`config.mk`:
```
export PLATFORM = sky130hd
export DESIGN_NAME = keyboard_matrix
export DESIGN_NICKNAME = d
export VERILOG_FILES = /design/src/design/kbd_pkg.sv /design/src/design/keyboard_matrix.sv /design/src/design/io_read_port.sv /design/src/design/key_matrix_regs.sv /design/src/design/key_event_fsm.sv /design/src/design/scancode_map.sv
export VERILOG_INCLUDE_DIRS = /design/src /design/src/design
export SDC_FILE = /design/constraint.sdc
export NUM_CORES = 1
export LEC_CHECK = 0
export ABC_AREA = 1
export ABC_CLOCK_PERIOD_IN_PS = 4000
export BUFFER_PORTS_ARGS = -buffer_cell sky130_fd_sc_hd__clkbuf_2
export CAP_MARGIN = 15
export CORE_MARGIN = 4
export CORE_UTILIZATION = 45
export CTS_BUF_LIST = sky130_fd_sc_hd__clkbuf_8
export DETAILED_ROUTE_END_ITERATION = 8
export PLACE_DENSITY = 0.69
export SLEW_MARGIN = 20
export SYNTH_ARGS = -nofsm -noshare
export SYNTH_HDL_FRONTEND = slang
export SYNTH_SLANG_ARGS = --single-unit
```
`constraint.sdc`:
```
create_clock -name clk -period 4 [get_ports clk]
set_clock_uncertainty 0.05 [all_clocks]
set_input_delay 0.6 -clock clk [delete_from_list [all_inputs] [get_ports clk]]
set_output_delay 0.6 -clock clk [all_outputs]
set_load 0.005 [all_outputs]
```
`src/design/kbd_config.svh`:
```
`ifndef KBD_CONFIG_SVH
`define KBD_CONFIG_SVH

// matrix geometry
`define KBD_ROWS     8         // rows in the key matrix
`define KBD_COLS     8         // keys per row, one bit each

// ps/2 side
`define KBD_CODE_W   8         // decoded scan code byte

// host i/o side
`define KBD_ADDR_W   16        // full i/o address, only low byte decoded
`define KBD_IO_BASE  8'h10     // low byte of row 0, rows follow upward

// row window is base .. base+KBD_ROWS-1, so 0x10..0x17

`endif
```
`src/design/kbd_pkg.sv`:
```
`include "kbd_config.svh"

package kbd_pkg;

    ////////////////////////////////////////////////////////////////////
    // key matrix types
    ////////////////////////////////////////////////////////////////////

    typedef logic [`KBD_CODE_W-1:0] scan_code_t;        // one ps/2 code byte

    typedef logic [$clog2(`KBD_ROWS)-1:0] row_idx_t;    // matrix row number

    // bit number in a row, 7 is the leftmost key
    typedef logic [$clog2(`KBD_COLS)-1:0] col_idx_t;

    typedef logic [`KBD_COLS-1:0] row_data_t;           // 1 = key held down

    ////////////////////////////////////////////////////////////////////
    // handshake
    ////////////////////////////////////////////////////////////////////

    // shared by the key channel and the i/o read channel
    typedef enum logic {
        IDLE  = 1'b0,   // waiting for req
        ACKED = 1'b1    // ack high, waiting for req to drop
    } hs_state_t;

endpackage

```
`src/design/keyboard_matrix.sv`:
```
`include "kbd_config.svh"

module keyboard_matrix (
    input  logic                   clk,
    input  logic                   nReset,
    // key event channel
    input  logic                   key_req,
    input  logic                   key_break,   // f0 prefix seen
    input  logic                   key_ext,     // e0 prefix seen
    input  kbd_pkg::scan_code_t    scan_code,
    output logic                   key_ack,
    // host read channel
    input  logic                   io_req,
    input  logic [`KBD_ADDR_W-1:0] io_addr,
    output logic                   io_ack,
    output kbd_pkg::row_data_t     io_data
);
    import kbd_pkg::*;

    logic      map_hit;
    row_idx_t  map_row;
    col_idx_t  map_col;
    logic      key_strobe;
    row_idx_t  rd_row;
    row_data_t rd_data;

    //////////////////////////////////////////////////////////////////////
    // key path
    //////////////////////////////////////////////////////////////////////

    scancode_map map_i (.scan_code, .key_ext, .map_hit, .map_row, .map_col);

    key_event_fsm evt_i (.clk, .nReset, .key_req, .key_ack, .key_strobe);

    key_matrix_regs mtx_i (
        .clk, .nReset, .key_strobe, .map_hit, .key_break,
        .map_row, .map_col, .rd_row, .rd_data
    );

    //////////////////////////////////////////////////////////////////////
    // host path
    //////////////////////////////////////////////////////////////////////

    io_read_port io_i (
        .clk, .nReset, .io_req, .io_addr, .rd_data,
        .io_ack, .rd_row, .io_data
    );

endmodule

```
`src/design/io_read_port.sv`:
```
`include "kbd_config.svh"

module io_read_port (
    input  logic                   clk,
    input  logic                   nReset,
    input  logic                   io_req,
    input  logic [`KBD_ADDR_W-1:0] io_addr,     // upper byte ignored
    input  kbd_pkg::row_data_t     rd_data,     // selected matrix row
    output logic                   io_ack,
    output kbd_pkg::row_idx_t      rd_row,
    output kbd_pkg::row_data_t     io_data      // held until next read
);
    import kbd_pkg::*;

    localparam logic [7:0] IO_BASE = `KBD_IO_BASE;

    hs_state_t  state;
    logic [7:0] addr_off;      // low byte relative to row 0
    logic       in_window;

    //////////////////////////////////////////////////////////////////////
    // address decode
    //////////////////////////////////////////////////////////////////////

    assign addr_off  = io_addr[7:0] - IO_BASE;     // wraps below base
    assign in_window = (addr_off < 8'(`KBD_ROWS));
    assign rd_row    = row_idx_t'(addr_off);

    //////////////////////////////////////////////////////////////////////
    // four-phase read handshake
    //////////////////////////////////////////////////////////////////////

    always_ff @(posedge clk or negedge nReset) begin
        if (!nReset) begin
            state   <= IDLE;
            io_data <= '0;
        end else begin
            case (state)
                IDLE: begin
                    if (io_req) begin
                        state   <= ACKED;
                        // data valid together with ack
                        io_data <= in_window ? rd_data : '0;
                    end
                end
                ACKED: begin
                    if (!io_req) begin
                        state <= IDLE;          // io_data keeps last value
                    end
                end
                default: begin
                    state <= IDLE;
                end
            endcase
        end
    end

    assign io_ack = (state == ACKED);

endmodule

```
`src/design/key_matrix_regs.sv`:
```
`include "kbd_config.svh"

module key_matrix_regs (
    input  logic              clk,
    input  logic              nReset,
    input  logic              key_strobe,   // from key_event_fsm
    input  logic              map_hit,      // code is in the table
    input  logic              key_break,    // 1 = release, 0 = press
    input  kbd_pkg::row_idx_t map_row,
    input  kbd_pkg::col_idx_t map_col,
    input  kbd_pkg::row_idx_t rd_row,       // read select from the io port
    output kbd_pkg::row_data_t rd_data
);
    import kbd_pkg::*;

    row_data_t key_status [`KBD_ROWS];      // 1 = held

    //////////////////////////////////////////////////////////////////////
    // bit set / clear
    //////////////////////////////////////////////////////////////////////

    always_ff @(posedge clk or negedge nReset) begin
        if (!nReset) begin
            for (int r = 0; r < `KBD_ROWS; r++) begin
                key_status[r] <= '0;            // all keys up
            end
        end else if (key_strobe && map_hit) begin
            // only the addressed bit moves
            key_status[map_row][map_col] <= !key_break;
        end
    end

    //////////////////////////////////////////////////////////////////////
    // row read
    //////////////////////////////////////////////////////////////////////

    // combinational, io port registers the result
    // a read on the update edge still sees the old row
    assign rd_data = key_status[rd_row];

endmodule

```
`src/design/key_event_fsm.sv`:
```
module key_event_fsm (
    input  logic clk,
    input  logic nReset,
    input  logic key_req,      // level req from the ps/2 decoder
    output logic key_ack,
    output logic key_strobe    // one cycle per accepted event
);
    import kbd_pkg::*;

    hs_state_t state;

    //////////////////////////////////////////////////////////////////////
    // four-phase handshake
    //////////////////////////////////////////////////////////////////////

    // idle -> acked on req, back to idle once req is released
    always_ff @(posedge clk or negedge nReset) begin
        if (!nReset) begin
            state      <= IDLE;
            key_strobe <= 1'b0;
        end else begin
            key_strobe <= 1'b0;                  // default, single pulse
            case (state)
                IDLE: begin
                    if (key_req) begin
                        state      <= ACKED;
                        key_strobe <= 1'b1;      // matrix updates next edge
                    end
                end
                ACKED: begin
                    // held req is ignored here, no second strobe
                    if (!key_req) begin
                        state <= IDLE;           // ack drops with it
                    end
                end
                default: begin
                    state <= IDLE;
                end
            endcase
        end
    end

    // ack is just the state bit
    assign key_ack = (state == ACKED);

endmodule

```
`src/design/scancode_map.sv`:
```
module scancode_map (
    input  kbd_pkg::scan_code_t scan_code,
    input  logic                key_ext,     // e0 prefix seen
    output logic                map_hit,
    output kbd_pkg::row_idx_t   map_row,
    output kbd_pkg::col_idx_t   map_col
);
    import kbd_pkg::*;

    // {row, col} per key, col 7 = leftmost
    always_comb begin
        map_hit = 1'b1;                      // cleared by default arms
        {map_row, map_col} = {3'd0, 3'd0};
        if (key_ext) begin
            // extended keys only, standard codes miss here
            case (scan_code)
                8'h11:   {map_row, map_col} = {3'd3, 3'd1};  // ralt
                8'h75:   {map_row, map_col} = {3'd5, 3'd1};  // up
                8'h14:   {map_row, map_col} = {3'd7, 3'd4};  // rctrl
                8'h6b:   {map_row, map_col} = {3'd7, 3'd2};  // left
                8'h72:   {map_row, map_col} = {3'd7, 3'd1};  // down
                8'h74:   {map_row, map_col} = {3'd7, 3'd0};  // right
                default: map_hit = 1'b0;
            endcase
        end else begin
            case (scan_code)
                // row 0: esc ` 1 2 3 4 5 6
                8'h76:   {map_row, map_col} = {3'd0, 3'd7};
                8'h0e:   {map_row, map_col} = {3'd0, 3'd6};
                8'h16:   {map_row, map_col} = {3'd0, 3'd5};
                8'h1e:   {map_row, map_col} = {3'd0, 3'd4};
                8'h26:   {map_row, map_col} = {3'd0, 3'd3};
                8'h25:   {map_row, map_col} = {3'd0, 3'd2};
                8'h2e:   {map_row, map_col} = {3'd0, 3'd1};
                8'h36:   {map_row, map_col} = {3'd0, 3'd0};
                // row 1: 7 8 9 0 - = bksp f1
                8'h3d:   {map_row, map_col} = {3'd1, 3'd7};
                8'h3e:   {map_row, map_col} = {3'd1, 3'd6};
                8'h46:   {map_row, map_col} = {3'd1, 3'd5};
                8'h45:   {map_row, map_col} = {3'd1, 3'd4};
                8'h4e:   {map_row, map_col} = {3'd1, 3'd3};
                8'h55:   {map_row, map_col} = {3'd1, 3'd2};
                8'h66:   {map_row, map_col} = {3'd1, 3'd1};
                8'h05:   {map_row, map_col} = {3'd1, 3'd0};
                // row 2: tab q w e r t y u
                8'h0d:   {map_row, map_col} = {3'd2, 3'd7};
                8'h15:   {map_row, map_col} = {3'd2, 3'd6};
                8'h1d:   {map_row, map_col} = {3'd2, 3'd5};
                8'h24:   {map_row, map_col} = {3'd2, 3'd4};
                8'h2d:   {map_row, map_col} = {3'd2, 3'd3};
                8'h2c:   {map_row, map_col} = {3'd2, 3'd2};
                8'h35:   {map_row, map_col} = {3'd2, 3'd1};
                8'h3c:   {map_row, map_col} = {3'd2, 3'd0};
                // row 3: i o p [ ] lalt (ralt) enter
                8'h43:   {map_row, map_col} = {3'd3, 3'd7};
                8'h44:   {map_row, map_col} = {3'd3, 3'd6};
                8'h4d:   {map_row, map_col} = {3'd3, 3'd5};
                8'h54:   {map_row, map_col} = {3'd3, 3'd4};
                8'h5b:   {map_row, map_col} = {3'd3, 3'd3};
                8'h11:   {map_row, map_col} = {3'd3, 3'd2};  // lalt, bit 1 is ralt
                8'h5a:   {map_row, map_col} = {3'd3, 3'd0};
                // row 4: lshift a s d f g h j
                8'h12:   {map_row, map_col} = {3'd4, 3'd7};
                8'h1c:   {map_row, map_col} = {3'd4, 3'd6};
                8'h1b:   {map_row, map_col} = {3'd4, 3'd5};
                8'h23:   {map_row, map_col} = {3'd4, 3'd4};
                8'h2b:   {map_row, map_col} = {3'd4, 3'd3};
                8'h34:   {map_row, map_col} = {3'd4, 3'd2};
                8'h33:   {map_row, map_col} = {3'd4, 3'd1};
                8'h3b:   {map_row, map_col} = {3'd4, 3'd0};
                // row 5: k l ; ' # f2 (up) rshift
                8'h42:   {map_row, map_col} = {3'd5, 3'd7};
                8'h4b:   {map_row, map_col} = {3'd5, 3'd6};
                8'h4c:   {map_row, map_col} = {3'd5, 3'd5};
                8'h52:   {map_row, map_col} = {3'd5, 3'd4};
                8'h5d:   {map_row, map_col} = {3'd5, 3'd3};
                8'h06:   {map_row, map_col} = {3'd5, 3'd2};
                8'h59:   {map_row, map_col} = {3'd5, 3'd0};
                // row 6: lctrl z x c v b n m
                8'h14:   {map_row, map_col} = {3'd6, 3'd7};
                8'h1a:   {map_row, map_col} = {3'd6, 3'd6};
                8'h22:   {map_row, map_col} = {3'd6, 3'd5};
                8'h21:   {map_row, map_col} = {3'd6, 3'd4};
                8'h2a:   {map_row, map_col} = {3'd6, 3'd3};
                8'h32:   {map_row, map_col} = {3'd6, 3'd2};
                8'h31:   {map_row, map_col} = {3'd6, 3'd1};
                8'h3a:   {map_row, map_col} = {3'd6, 3'd0};
                // row 7: , . / space, low bits are the extended keys
                8'h41:   {map_row, map_col} = {3'd7, 3'd7};
                8'h49:   {map_row, map_col} = {3'd7, 3'd6};
                8'h4a:   {map_row, map_col} = {3'd7, 3'd5};
                8'h29:   {map_row, map_col} = {3'd7, 3'd3};
                default: map_hit = 1'b0;             // unknown code, ignored
            endcase
        end
    end

endmodule

```
Yosys cells after proc, flatten, opt, wreduce, memory -nomap -nowiden
Index checks and enable logic that the tools add are counted.
{ "totals": {"reg_bits": 75, "inputBits": 30, "out_inout_bits": 10, "word_cells": 128} }
{ "classes": {"n_addsub": 1, "n_lt_le_gt_ge": 6, "eq_ne": 62, "mux": 21, "bitwise": 3, "reduce_logical": 23} }
{ "ops": {"columns": ["op", "count"], "rows": [
  ["$eq A8 B7 Y1 const B", 25],
  ["$eq A8 B6 Y1 const B", 23],
  ["$eq A8 B5 Y1 const B", 10],
  ["$bwmux W64", 1],
  ["$reduce_or A8 Y1", 8],
  ["$reduce_or A58 Y1", 1],
  ["$pmux W3 S7", 2],
  ["$mux W8", 4],
  ["$reduce_or A7 Y1", 4],
  ["$bmux W8 S3", 1],
  ["$demux W8 S3", 1],
  ["$pmux W3 S3", 2],
  ["$eq A8 B3 Y1 const B", 2],
  ["$eq A8 B4 Y1 const B", 2],
  ["$ge A4 B4 Y1 const B", 2],
  ["$lt A8 B4 Y1 const B", 1],
  ["$not A3 Y4", 2],
  ["$reduce_or A4 Y1", 2],
  ["$sub A8 B5 Y8 const B", 1],
  ["$mux W1", 7],
  ["$mux W3", 2],
  ["$reduce_or A6 Y1", 1],
  ["$reduce_or A5 Y1", 1],
  ["$lt A3 B4 Y1 const B", 1],
  ["other kinds (8)", 10]
]} }

Depth between registers and ports, before layout
Gate-level depths: netlist (run 1).
{ "depth": {"ltp_word": 11, "depth_mapped": 18, "depth_no_buf": 16} }

Modules after synthesis
From an unflattened synthesis (run 1), not the netlist that was laid out.
{ "unflattened": {"hier_cells": 890, "area_unflattened_um2": 5397.7} }
{ "modules_own_cells": {"columns": ["mod", "n_inst", "cells_each", "area_per_inst_um2", "seq_area_each_um2"], "rows": [
  ["key_matrix_regs", 1, 567, 3783.6, 1601.5],
  ["scancode_map", 1, 258, 1094.8, 0.0],
  ["io_read_port", 1, 61, 459.2, 225.2],
  ["key_event_fsm", 1, 4, 60.1, 50.0]
]} }

Least setup slack after synthesis (run 1)
OpenSTA, ideal clock, no wires.
{ "synth_timing": {"path_kind": "input -> register", "from": "in scan_code[4]", "to": "reg mtx_i.key_status[3] (netlist name)", "setup_ps": 117, "t_arrival_ps": 2112, "required_ps": 3833, "setup_slack_ps": 1721, "cell_stages": 17, "path_buffers": 1, "cell_sequence": "inv_1 > nand2_1 > nor2_2 > buf_6 > nand2_1 > nand2_1 > nor2_1 > nand2_1 > nor2_2 > nand2_1 > nand2_1 > nand2_1 > nand2_1 > nor2_2 > nand3_1 > nand2_1 > nand2_1"} }
{ "synth_via": {"elab_chain_cells": 11, "word_cells_on_any_way": 102, "cone_classes": "order compare (4); eq/ne (62); mux (14); bitwise (1); reduce/logical (21)"} }
{ "synth_rtl": {"columns": ["item", "line", "rtl"], "rows": [
  ["from (decl)", "keyboard_matrix.sv:10", "input kbd_pkg::scan_code_t scan_code,"],
  ["$eq A8 B6 Y1 (tied with other cells)", "scancode_map.sv:26", "case (scan_code)"],
  ["$reduce_or A8 Y1 (no line) (tied with other cells)", null, null],
  ["$pmux W3 S7 or $pmux W3 S3 (tied branches)", "scancode_map.sv:26, scancode_map.sv:16", null],
  ["$mux W3", "scancode_map.sv:14", "if (key_ext) begin"],
  ["$lt A3 B4 Y1 (not written as such) or $ge A3 B1 Y1 (tied branches)", "key_matrix_regs.sv:29", "key_status[map_row][map_col] <= !key_break;"],
  ["$logic_and A1 B1 Y1 (not written as such)", "key_matrix_regs.sv:29", null],
  ["$mux W1 (not written as such)", "key_matrix_regs.sv:29", null],
  ["$demux W1 S3", null, null],
  ["$mux W8 (not written as such)", "key_matrix_regs.sv:29", null],
  ["$demux W8 S3", "key_matrix_regs.sv:29", null],
  ["$bwmux W64", "key_matrix_regs.sv:29", null],
  ["to (signal, indexed assignment)", "key_matrix_regs.sv:29", null],
  ["to (decl)", "key_matrix_regs.sv:16", "row_data_t key_status [`KBD_ROWS];"]
]} }
Parallel ways exist; a longest one is shown, timed or not.
A chain may end at the register's enable or synchronous reset.

Worst setup path in the final report (run 1)
{ "layout_timing": {"from": "in scan_code[4]", "to": "reg mtx_i.key_status[19] (netlist name)"} }
The elaborated chain is that of the path after synthesis.

==> impl_metrics.tcl, run 1 <==
set metrics [dict create \
    intPower_mw 1.19 \
    post-route-util_pct 49.8 \
    routedWlPerCell_microns 15.4 \
    ctsHoldBuffers 0 \
    place_ws_ns 0.961 \
    crit_start "scan_code[4]" \
    slowest_delay_ns 0.56 \
    arrival_ns 2.90 \
    num-fill-cells 1234 \
    startpoint_type "input pin" \
    hpwl_microns 9960 \
    ff2ff_path_depth 6 \
    avgSynthCellArea_sq_um 6.56 \
    cts_resized 0 \
    required_ns 4.19 \
    crit_type "input pin to flop" \
    hp-class "input pin to flop" \
    worst_pin_slew_ns 0.994 \
    pwr-share-seq_pct 46.3 \
    routed_wl_microns 15000 \
    min_period_over_period_pct 67.8 \
    pin_count 40 \
    ys.flop_type "dfrtp_1" \
    final_cell_mix "nand2_1 (294), nor2_1 (129), nand3_1 (95), dfrtp_1 (75), nand4_1 (36)" \
    drive_above_1_share_pct 13.7 \
    endpoint_kind "flop" \
    grt_max_degree 96 \
    rrSetupSlack_ns 2.58 \
    drc 0 \
    cts_setup_buffers 0 \
    drt_iter0_drc 469 \
    mostFrequentLayoutCell "nand2_1" \
    synth_nets 851 \
    fin_ws_ns 1.29 \
    ys_seq_elements 75 \
    die_w_microns 117 \
    worstReg2RegEnd "mtx_i.key_status[21]" \
    yosys_warnings 0 \
    syn_area_sq_um 5380 \
    final_net_count 859 \
    maxSlewHeadroom_pct 33.8 \
    hold_violations 0 \
    drv_cap 0 \
    synth_cell_types 30 \
    setup_tns_ns 0 \
    cts-htree-levels 3 \
    status "finished, final reports clean" \
    syn_to_final_growth_pct 7.00 \
    r2r-start "evt_i.key_strobe" \
    p_per_area_nw_per_um2 291 \
    peakVddDrop_uv 134 \
    cp_slowest_cell "nor2_2" \
    maxSlewViolCount 0 \
    worst_path_most_repeated_cell "nand2_1" \
    grt_usage_pct 21.7 \
    grt_first_pass_wirelength_microns 24700 \
    coreArea_sq_um 11600 \
    antenna_cells 0 \
    met2_usage_pct 35.7 \
    period_minus_slack_ns 2.71 \
    drt_pass1_iterations 6 \
    die_h_microns 117 \
    cts_tree "done" \
    syn-instance-count 821 \
    ys_async_sr_fraction_pct 100 \
    final_area_sq_um 5760 \
    timing.critical_path.to "mtx_i.key_status[19]" \
    clkPwrFrac_pct 38.9 \
    via_per_inst 5.56 \
    fmax_mhz 369 \
    leakagePower_nw 2.99 \
    synth_edf_count 0 \
    worstPathMaxFanout 14 \
    setup_violations 0 \
    globalRouteOverflowTotal 0 \
    clock_latency_ns 0.35 \
    vias 5432 \
    rsz0062_at_grt "no" \
    drtAntennaViolNets 0 \
    power_switching_mw 0.483 \
    place_area_sq_um 5540 \
    grt_pass1_vias 4918 \
    io_buffer_count 31 \
    clockRootBuffer "clkbuf_8" \
    crit_chain "clkbuf_2 -> inv_1 -> nand2_2 -> nor2_2 -> nand2_1 -> nand2_1 -> nor2_1 -> nand2_1 -> nor2_1 -> nand2_1 -> nand2_4 -> nor2_2 -> nand3_1 -> nand2_1 -> nand2_1" \
    start_util_pct 46.5 \
    cts_buffers 9 \
    clock-sinks 75 \
    fp-row-count 39 \
    dieArea_sq_um 13800 \
    busiest_layer "met2" \
    antenna_found_initial 0 \
    gp_congestion 0.946 \
    power_switching_share_pct 28.8 \
    clockBufferDepth 2 \
    met3_usage_pct 3.03 \
    clkTransAtPathRegs_ns 0.08 \
    ys_seq_area_share_pct 34.9 \
    combPwrFrac_pct 14.8 \
    met1_usage_pct 29.5 \
]
-- layer usage --
metal | wire length, microns | vias up
li1 | - | 2728
met1 | 6860 | 2525
met2 | 7090 | 152
met3 | 734 | 27
met4 | 311 | 0
met5 | 0 | -
-- Yosys cell counts, types with 12 or more instances --
cell / instances / area, sq um
clkbuf_1: 15 / 56.3
dfrtp_1: 75 / 1880
nand2_2: 16 / 100
o211ai_1: 14 / 105
nand3_1: 95 / 475
nor2_1: 129 / 484
nand2_1: 294 / 1100
inv_1: 17 / 63.8
nand4_1: 36 / 225
o21ai_0: 34 / 170
nor2_4: 12 / 135
nor2_2: 19 / 119
-- stage by stage --
| stage | instances | hold WS (ns) | total power, mW |
|---|---|---|---|
| after CTS | 977 | 0.302 | 1.68 |
| after floorplan | 821 | 0.254 | 0.967 |
| final | 977 | 0.308 | 1.68 |
| after detailed placement | 961 | 0.395 | 1.04 |
| after global placement | 961 | 0.392 | 1.04 |
| after global routing | 977 | 0.303 | 1.75 |
-- area by class of cell --
class                           count  area [sq um]  share of cell area [%]
Clock buffer                       10           138                    2.39
Clock inverter                      6          81.3                    1.41
Inverter                           30           119                    2.06
Multi-Input combinational cell    679          3170                    55.1
Sequential cell                    75          1880                    32.6
Tap cell                          143           179                    3.11
Timing Repair Buffer               34           193                    3.35
-- critical path, delay by kind of cell --
| kind | cells | cell delay [ns] |
|---|---|---|
| simple gates | 13 | 2.07 |
| buf+inv | 2 | 0.21 |
-- power by group through the flow --
stage	Clock [mW]	Sequential (mW)	Combinational [mW]
2_1_floorplan	0	0.790	0.176
3_3_place_gp	0	0.791	0.248
3_5_place_dp	0	0.792	0.248
4_1_cts	0.657	0.777	0.249
5_1_grt	0.694	0.778	0.278
6_report	0.652	0.777	0.249
-- logic make-up (layout without fill, tap and decap cells) --
kind of cell / Yosys count / count (layout) / share of synthesized area [%]
and+or+nand+nor: 616 / 616 / 51.3
DFF: 75 / 75 / 34.9
buffers and inverters: 67 / 80 / 6.18
AOI/OAI and AO/OA: 61 / 61 / 7.32
muxes: 2 / 2 / 0.372
-- sequential cells by signal, summed over array words and instances, names as in the netlist --
register,flops
evt_i.key_ack,1
evt_i.key_strobe,1
io_i.io_data,8
io_i.io_ack,1
mtx_i.key_status,64
-- how the worst min path moves through the flow --
stage	startpoint	end	slack [ns]	cells past startpoint
after global routing	io_req	io_i.io_ack	0.30	1
final	io_req	io_i.io_ack	0.31	1
after global placement	evt_i.key_ack	evt_i.key_strobe	0.39	1
after floorplan	nReset	evt_i.key_ack	0.25	0
after detailed placement	evt_i.key_ack	evt_i.key_strobe	0.39	1
after CTS	io_req	io_i.io_ack	0.30	1
(Power assumes the default switching activity.)
==> inputs of run 2 (changes only) <==
Settings changed: ABC_AREA 1 to 0, ABC_CLOCK_PERIOD_IN_PS 4000 to 2300, PLACE_DENSITY 0.69 to 0.71.
Clock period 4 ns to 2.3 ns, I/O delays scaled along.
==> run 2 against run 1 <==
Compared with the run above:
- the run now ends with setup timing left
- global-route usage is 4.2 points higher
- non-clock buffer count rose by 177
- synthesized cell count down 39%
- first-iteration DRC count is 17% higher
- combinational power increased to 4.1 times the previous value
- via count decreased by 1.2%
- area after synthesis shrank 4.6%
- worst setup slack got worse by 1.6 ns
- clock-buffer cell count stayed put
- final area grew 38%
- flip-flop and latch count unchanged
==> impl_metrics.tcl, run 2 <==
set metrics [dict create \
    drt_iter0_drc 550 \
    synth_fa_ha_area_share_pct 0 \
    fp-row-count 38 \
    ys_seq_area_share_pct 36.6 \
    synth_compound_area_share_pct 26.8 \
    antenna_cells 0 \
    start_util_pct 46.7 \
    worst_pin_slew_ns 0.944 \
    routed_wl_microns 18800 \
    ys.flop_type "dfrtp_1" \
    min_period_over_period_pct 114 \
    hold_violations 0 \
    synth_top_family_by_area "compound AO/OA/AOI/OAI gates" \
    hp-class "input pin to asynchronous set/reset pin" \
    drv_cap 0 \
    final_net_count 706 \
    synth_edf_count 0 \
    mostFrequentLayoutCell "buf_4" \
    synth_mux_area_share_pct 9.56 \
    synth_largest_area_cell "dfrtp_1" \
    drtAntennaViolNets 0 \
    largest_register_ffs 64 \
    clkTransAtPathRegs_ns 0.08 \
    arrival_ns 2.85 \
    coreArea_sq_um 11000 \
    vias 5369 \
    total_power_mw 3.50 \
    maxSlewViolCount 0 \
    fmax_mhz 380 \
    grt_first_pass_wirelength_microns 26900 \
    avgSynthCellArea_sq_um 10.2 \
    io_buffer_count 31 \
    top_regs "mtx_i.key_status x64, io_i.io_data x8" \
    period_minus_slack_ns 2.63 \
    synth_cell_types 80 \
    rsz0062_at_grt "yes" \
    syn_area_sq_um 5130 \
    violations "setup timing" \
    drc 0 \
    setup_tns_ns -14.30 \
    peakVddDrop_uv 401 \
    pin_count 40 \
    clkPwrFrac_pct 28.9 \
    die_h_microns 115 \
    crit_type "input pin to flop" \
    endpoint_kind "flop" \
    drive_above_1_share_pct 57.1 \
    worstPathMaxFanout 8 \
    cp_slowest_cell "or4b_4" \
    combPwrFrac_pct 28.9 \
    slowest_delay_ns 0.57 \
    crit_chain "clkbuf_16 -> or4b_4 -> or2_4 -> a31oi_4 -> a2111oi_4 -> o2bb2ai_2 -> buf_6 -> nor4b_4 -> buf_4 -> buf_8 -> a21oi_2 -> a31oi_1" \
    stdcell_count 821 \
    synthXorXnorAreaFrac_pct 0.683 \
    antenna_found_initial 0 \
    maxSlewHeadroom_pct 37.1 \
    clockBufferDepth 2 \
    regMostFlops "mtx_i.key_status" \
    clock_latency_ns 0.35 \
    clock-sinks 75 \
    final_cell_mix "buf_4 (115), dfrtp_1 (75), buf_6 (45), a31oi_1 (39), a21oi_2 (29)" \
    synth_most_common_cell "dfrtp_1" \
    ys_seq_elements 75 \
    power_switching_mw 1.07 \
    globalRouteOverflowTotal 0 \
    yosys_warnings 0 \
    setup_violations 64 \
    routedWlPerCell_microns 22.9 \
    fin_ws_ns -0.330 \
    grt_pass1_vias 5225 \
    synth_nets 534 \
    p_per_area_nw_per_um2 439 \
    cts_tree "done" \
    via_per_inst 6.54 \
    clockRootBuffer "clkbuf_8" \
    intPower_mw 2.42 \
    die_w_microns 115 \
    cts-htree-levels 3 \
    leakagePower_nw 3.33 \
    ys_async_sr_fraction_pct 100 \
    cts_buffers 9 \
    synth-simple-area-share_pct 19.8 \
    hpwl_microns 11100 \
    dp_cells 760 \
    grt_usage_pct 26.0 \
    syn-instance-count 504 \
    syn_to_final_growth_pct 55.1 \
    power_switching_share_pct 30.6 \
    drt_pass1_iterations 5 \
    gp_congestion 0.950 \
    status "complete, but fails checks" \
    synth_common_cells "dfrtp_1 (75), a21oi_1 (45), o21ai_0 (40), a31oi_1 (39)" \
    yosysTopAreaCellShare_pct 36.6 \
    pwr-share-seq_pct 42.2 \
    startpoint_type "input pin" \
    dieArea_sq_um 13200 \
    grt_max_degree 76 \
    required_ns 2.52 \
    synth_area_leaders "dfrtp_1 (37%), mux4_2 (7.0%), a31oi_1 (4.8%), a21oi_1 (4.4%), o21ai_0 (3.9%)" \
]
## run 2: cell count changes after synthesis, moves of 14 or more
cell	delta
a21oi_1	+43
a31oi_1	+39
buf_2	+14
mux4_2	+16
nand2_1	-271
nand2_2	-16
nand3_1	-85
nand4_1	-32
nor2_1	-117
nor2_2	-19
o211ai_1	-14
o31ai_1	+23
## run 2: power by group through the flow
stage          combinational, mW  sequential, mW  clock (mW)
5_1_grt                     1.07            1.48        1.07
3_3_place_gp               0.739            1.47           0
6_report                    1.01            1.48        1.01
3_5_place_dp               0.763            1.48           0
2_1_floorplan              0.478            1.46           0
4_1_cts                    0.884            1.46        1.01
## run 2: final timing paths
path / slack (ns) / startpoint / cells after the start / to
setup / recovery: -0.33 / scan_code[4] / 12 / mtx_i.key_status[5]
hold / removal: 0.06 / nReset / 1 / mtx_i.key_status[29]
setup reg to reg: 0.63 / evt_i.key_strobe / 6 / mtx_i.key_status[43]
hold reg to reg: 0.39 / evt_i.key_ack / 1 / evt_i.key_strobe
max in group asynchronous: 1.50 / nReset / 1 / mtx_i.key_status[25]
min in group clk: 0.06 / key_req / 1 / evt_i.key_ack
## run 2: stage by stage
stage          utilization (%)  area, sq um  hold slack, ns  setup slack, ns
2_1_floorplan                -         5350       -0.000591           -0.464
3_3_place_gp              58.9         6470           0.365           -0.793
3_5_place_dp              58.9         6470           0.382           -0.809
4_1_cts                   67.4         7400          0.0484           -0.218
5_1_grt                   72.5         7960          0.0457           -0.379
6_report                  72.5         7960          0.0606           -0.330
## run 2: kinds of logic (layout without fill, tap and decap cells)
group                  count (synthesis)  in the layout
flip-flops                            75             75
buffers and inverters                 60            237
multiplexers                          29             29
XOR/XNOR                               4              4
AO/OA/AOI/OAI                        199            199
AND/OR/NAND/NOR                      137            137
## run 2: per-layer routing
layer  vias up  wire [microns]  track usage (%)
met2       281            9390             43.1
met4         0             720             8.69
met1      2669            7390             34.3
li1       2339               -                -
met3        80            1280             4.95
met5         -               0                0
## run 2: cell type report
type | instances | area [sq um]
clock buffer | 10 | 138
clock inverter | 6 | 57.6
fill | 673 | 3020
inverter | 10 | 37.5
multi-input combinational | 369 | 3640
sequential | 75 | 1880
tap | 140 | 175
timing repair buffer | 211 | 2030
## run 2: critical path: cells and delay by family
kind,cells,cell delay (ns)
AND/OR/NAND/NOR,3,1.18
AO/OA/AOI/OAI,5,0.66
buffers and inverters,4,0.64
## run 2: what timing repair did
action,CTS,global route
pin swaps,48,39
resized for setup,128,90
endpoints found under the setup margin,64,64
hold buffers,0,0
setup buffers,25,18
gates cloned,4,1
==> inputs of run 3 (changes only) <==
Settings changed: CORE_UTILIZATION 45 to 39, PLACE_DENSITY 0.71 to 0.64.
==> run 3 against run 2 <==
Compared with the run above:
- the flow still finishes with violations (setup timing)
- worst setup slack improved by 0.085 ns
- flip-flop and latch count did not move
- cell count rose by 2.9%
- register-to-register slack improved by 0.04 ns
- clock power rose by 12%
==> impl_metrics.tcl, run 3 (synthesized netlist as in run 2, its figures left out) <==
set metrics [dict create \
    status "complete, but fails checks" \
    violations "setup timing" \
    coreArea_sq_um 12800 \
    dieArea_sq_um 15100 \
    clock-sinks 75 \
    routedWlPerCell_microns 21.1 \
    cp_slowest_cell "or3b_4" \
    grt_max_degree 38 \
    fmax_mhz 393 \
    leakagePower_nw 3.30 \
    vias 5123 \
    io_buffer_count 31 \
    largest_register_ffs 64 \
    cts_tree "done" \
    gp_congestion 0.922 \
    whs_ns 0.0513 \
    drv_cap 0 \
    syn_to_final_growth_pct 55.8 \
    period_minus_slack_ns 2.55 \
    via_per_inst 6.06 \
    stdcell_count 845 \
    worst_path_most_repeated_cell "buf_4" \
    hp-class "input pin to flop" \
    startpoint_type "input pin" \
    peakVddDrop_uv 292 \
    min_period_over_period_pct 111 \
    top_regs "mtx_i.key_status x64, io_i.io_data x8" \
    setup_tns_ns -11.05 \
    drt_pass1_iterations 5 \
    rsz0062_at_grt "yes" \
    endpoint_kind "flop" \
    place_ws_ns -0.852 \
    arrival_ns 2.71 \
    start_util_pct 40.2 \
    regMostFlops "mtx_i.key_status" \
    ff2ff_path_depth 8 \
    hpwl_microns 11400 \
    drtAntennaViolNets 0 \
    grt_first_pass_wirelength_microns 26600 \
    drt_iter0_drc 412 \
    antenna_cells 0 \
    mostFrequentLayoutCell "buf_4" \
    pin_count 40 \
    cts-htree-levels 3 \
    num-fill-cells 945 \
    hold_violations 0 \
    clkTransAtPathRegs_ns 0.08 \
    worstPathMaxFanout 7 \
    die_h_microns 123 \
    final_cell_mix "buf_4 (112), dfrtp_1 (75), a31oi_1 (34), a21oi_2 (31), buf_6 (30)" \
    clock_latency_ns 0.36 \
    final_area_sq_um 8000 \
    grt_pass1_vias 4983 \
    antenna_found_initial 0 \
    crit_chain "buf_12 -> or3b_4 -> a2111oi_4 -> buf_4 -> a211oi_2 -> buf_4 -> nand4_1 -> o31a_1 -> buf_4 -> nand4_1 -> buf_6 -> buf_12 -> o21ai_1 -> o31ai_1" \
    crit_type "input pin to flop" \
    clockRootBuffer "clkbuf_8" \
    min_path_cells 1 \
    final_net_count 699 \
    grt_usage_pct 22.6 \
    drc 0 \
    routed_wl_microns 17900 \
    clockBufferDepth 2 \
    maxSlewViolCount 0 \
    place_area_sq_um 6520 \
    fp-row-count 41 \
    drive_above_1_share_pct 55.7 \
    maxSlewHeadroom_pct 52.1 \
    fin_ws_ns -0.245 \
    dp_cells 784 \
    required_ns 2.47 \
    slowest_delay_ns 0.42 \
    die_w_microns 123 \
    cts_buffers 9 \
    setup_violations 64 \
    p_per_area_nw_per_um2 449 \
    total_power_mw 3.59 \
    worst_pin_slew_ns 0.718 \
    globalRouteOverflowTotal 0 \
    post-route-util_pct 62.6 \
]
run 3: cell count changes in the layout (fill, tap and decap cells not counted), moves of 3 or more:
cell	delta
o31ai_1	+4
a21oi_1	-3
a31oi_1	-5
o21ai_4	-3
o31ai_2	-3
buf_4	-3
buf_6	-15
buf_12	+10
clkbuf_16	+3
o21ai_2	+4
a31oi_2	+6
run 3: layer usage:
metal	up-vias	track usage [%]	wire length [microns]
met5	-	0	0
met4	0	5.53	303
met3	34	4.06	1010
met2	191	36.4	8700
met1	2572	31.7	7840
li1	2326	-	-
run 3: final cells by class:
class | instances | area [sq um] | share of cell area [%]
well taps | 172 | 215 | 2.69
inverters | 10 | 37.5 | 0.469
clock buffers | 10 | 138 | 1.72
repair buffers | 204 | 2070 | 25.9
flip-flops and latches | 75 | 1880 | 23.5
clock inverters | 5 | 77.6 | 0.970
multi-input cells | 369 | 3580 | 44.8
run 3: worst paths after layout:
| kind | startpoint | to | slack [ns] |
|---|---|---|---|
| max in group asynchronous | nReset | mtx_i.key_status[28] | 1.16 |
| min in group asynchronous | nReset | mtx_i.key_status[22] | 0.45 |
| min reg2reg | evt_i.key_ack | evt_i.key_strobe | 0.40 |
| max reg2reg | evt_i.key_strobe | mtx_i.key_status[33] | 0.67 |
| max | scan_code[0] | mtx_i.key_status[33] | -0.25 |
| min | key_req | evt_i.key_ack | 0.05 |
run 3: where the power goes:
| group | internal, mW | leakage (nW) | switching, mW |
|---|---|---|---|
| Clock | 0.631 | 0.108 | 0.501 |
| Combinational | 0.493 | 2.18 | 0.495 |
| Sequential | 1.41 | 1.01 | 0.0629 |
run 3: timing repair:
item,4_1_cts,5_1_grt
hold buffers,1,0
setup endpoints to repair,64,64
endpoints found under the hold margin,35,0
buffers inserted,25,15
cloned,3,4
pin swaps,49,37
resized for setup,115,69
run 3: critical path, delay by kind of cell:
kind | cells | cell delay [ns]
AOI/OAI and AO/OA | 5 | 0.84
buffers and inverters | 6 | 0.89
and+or+nand+nor | 3 | 0.64
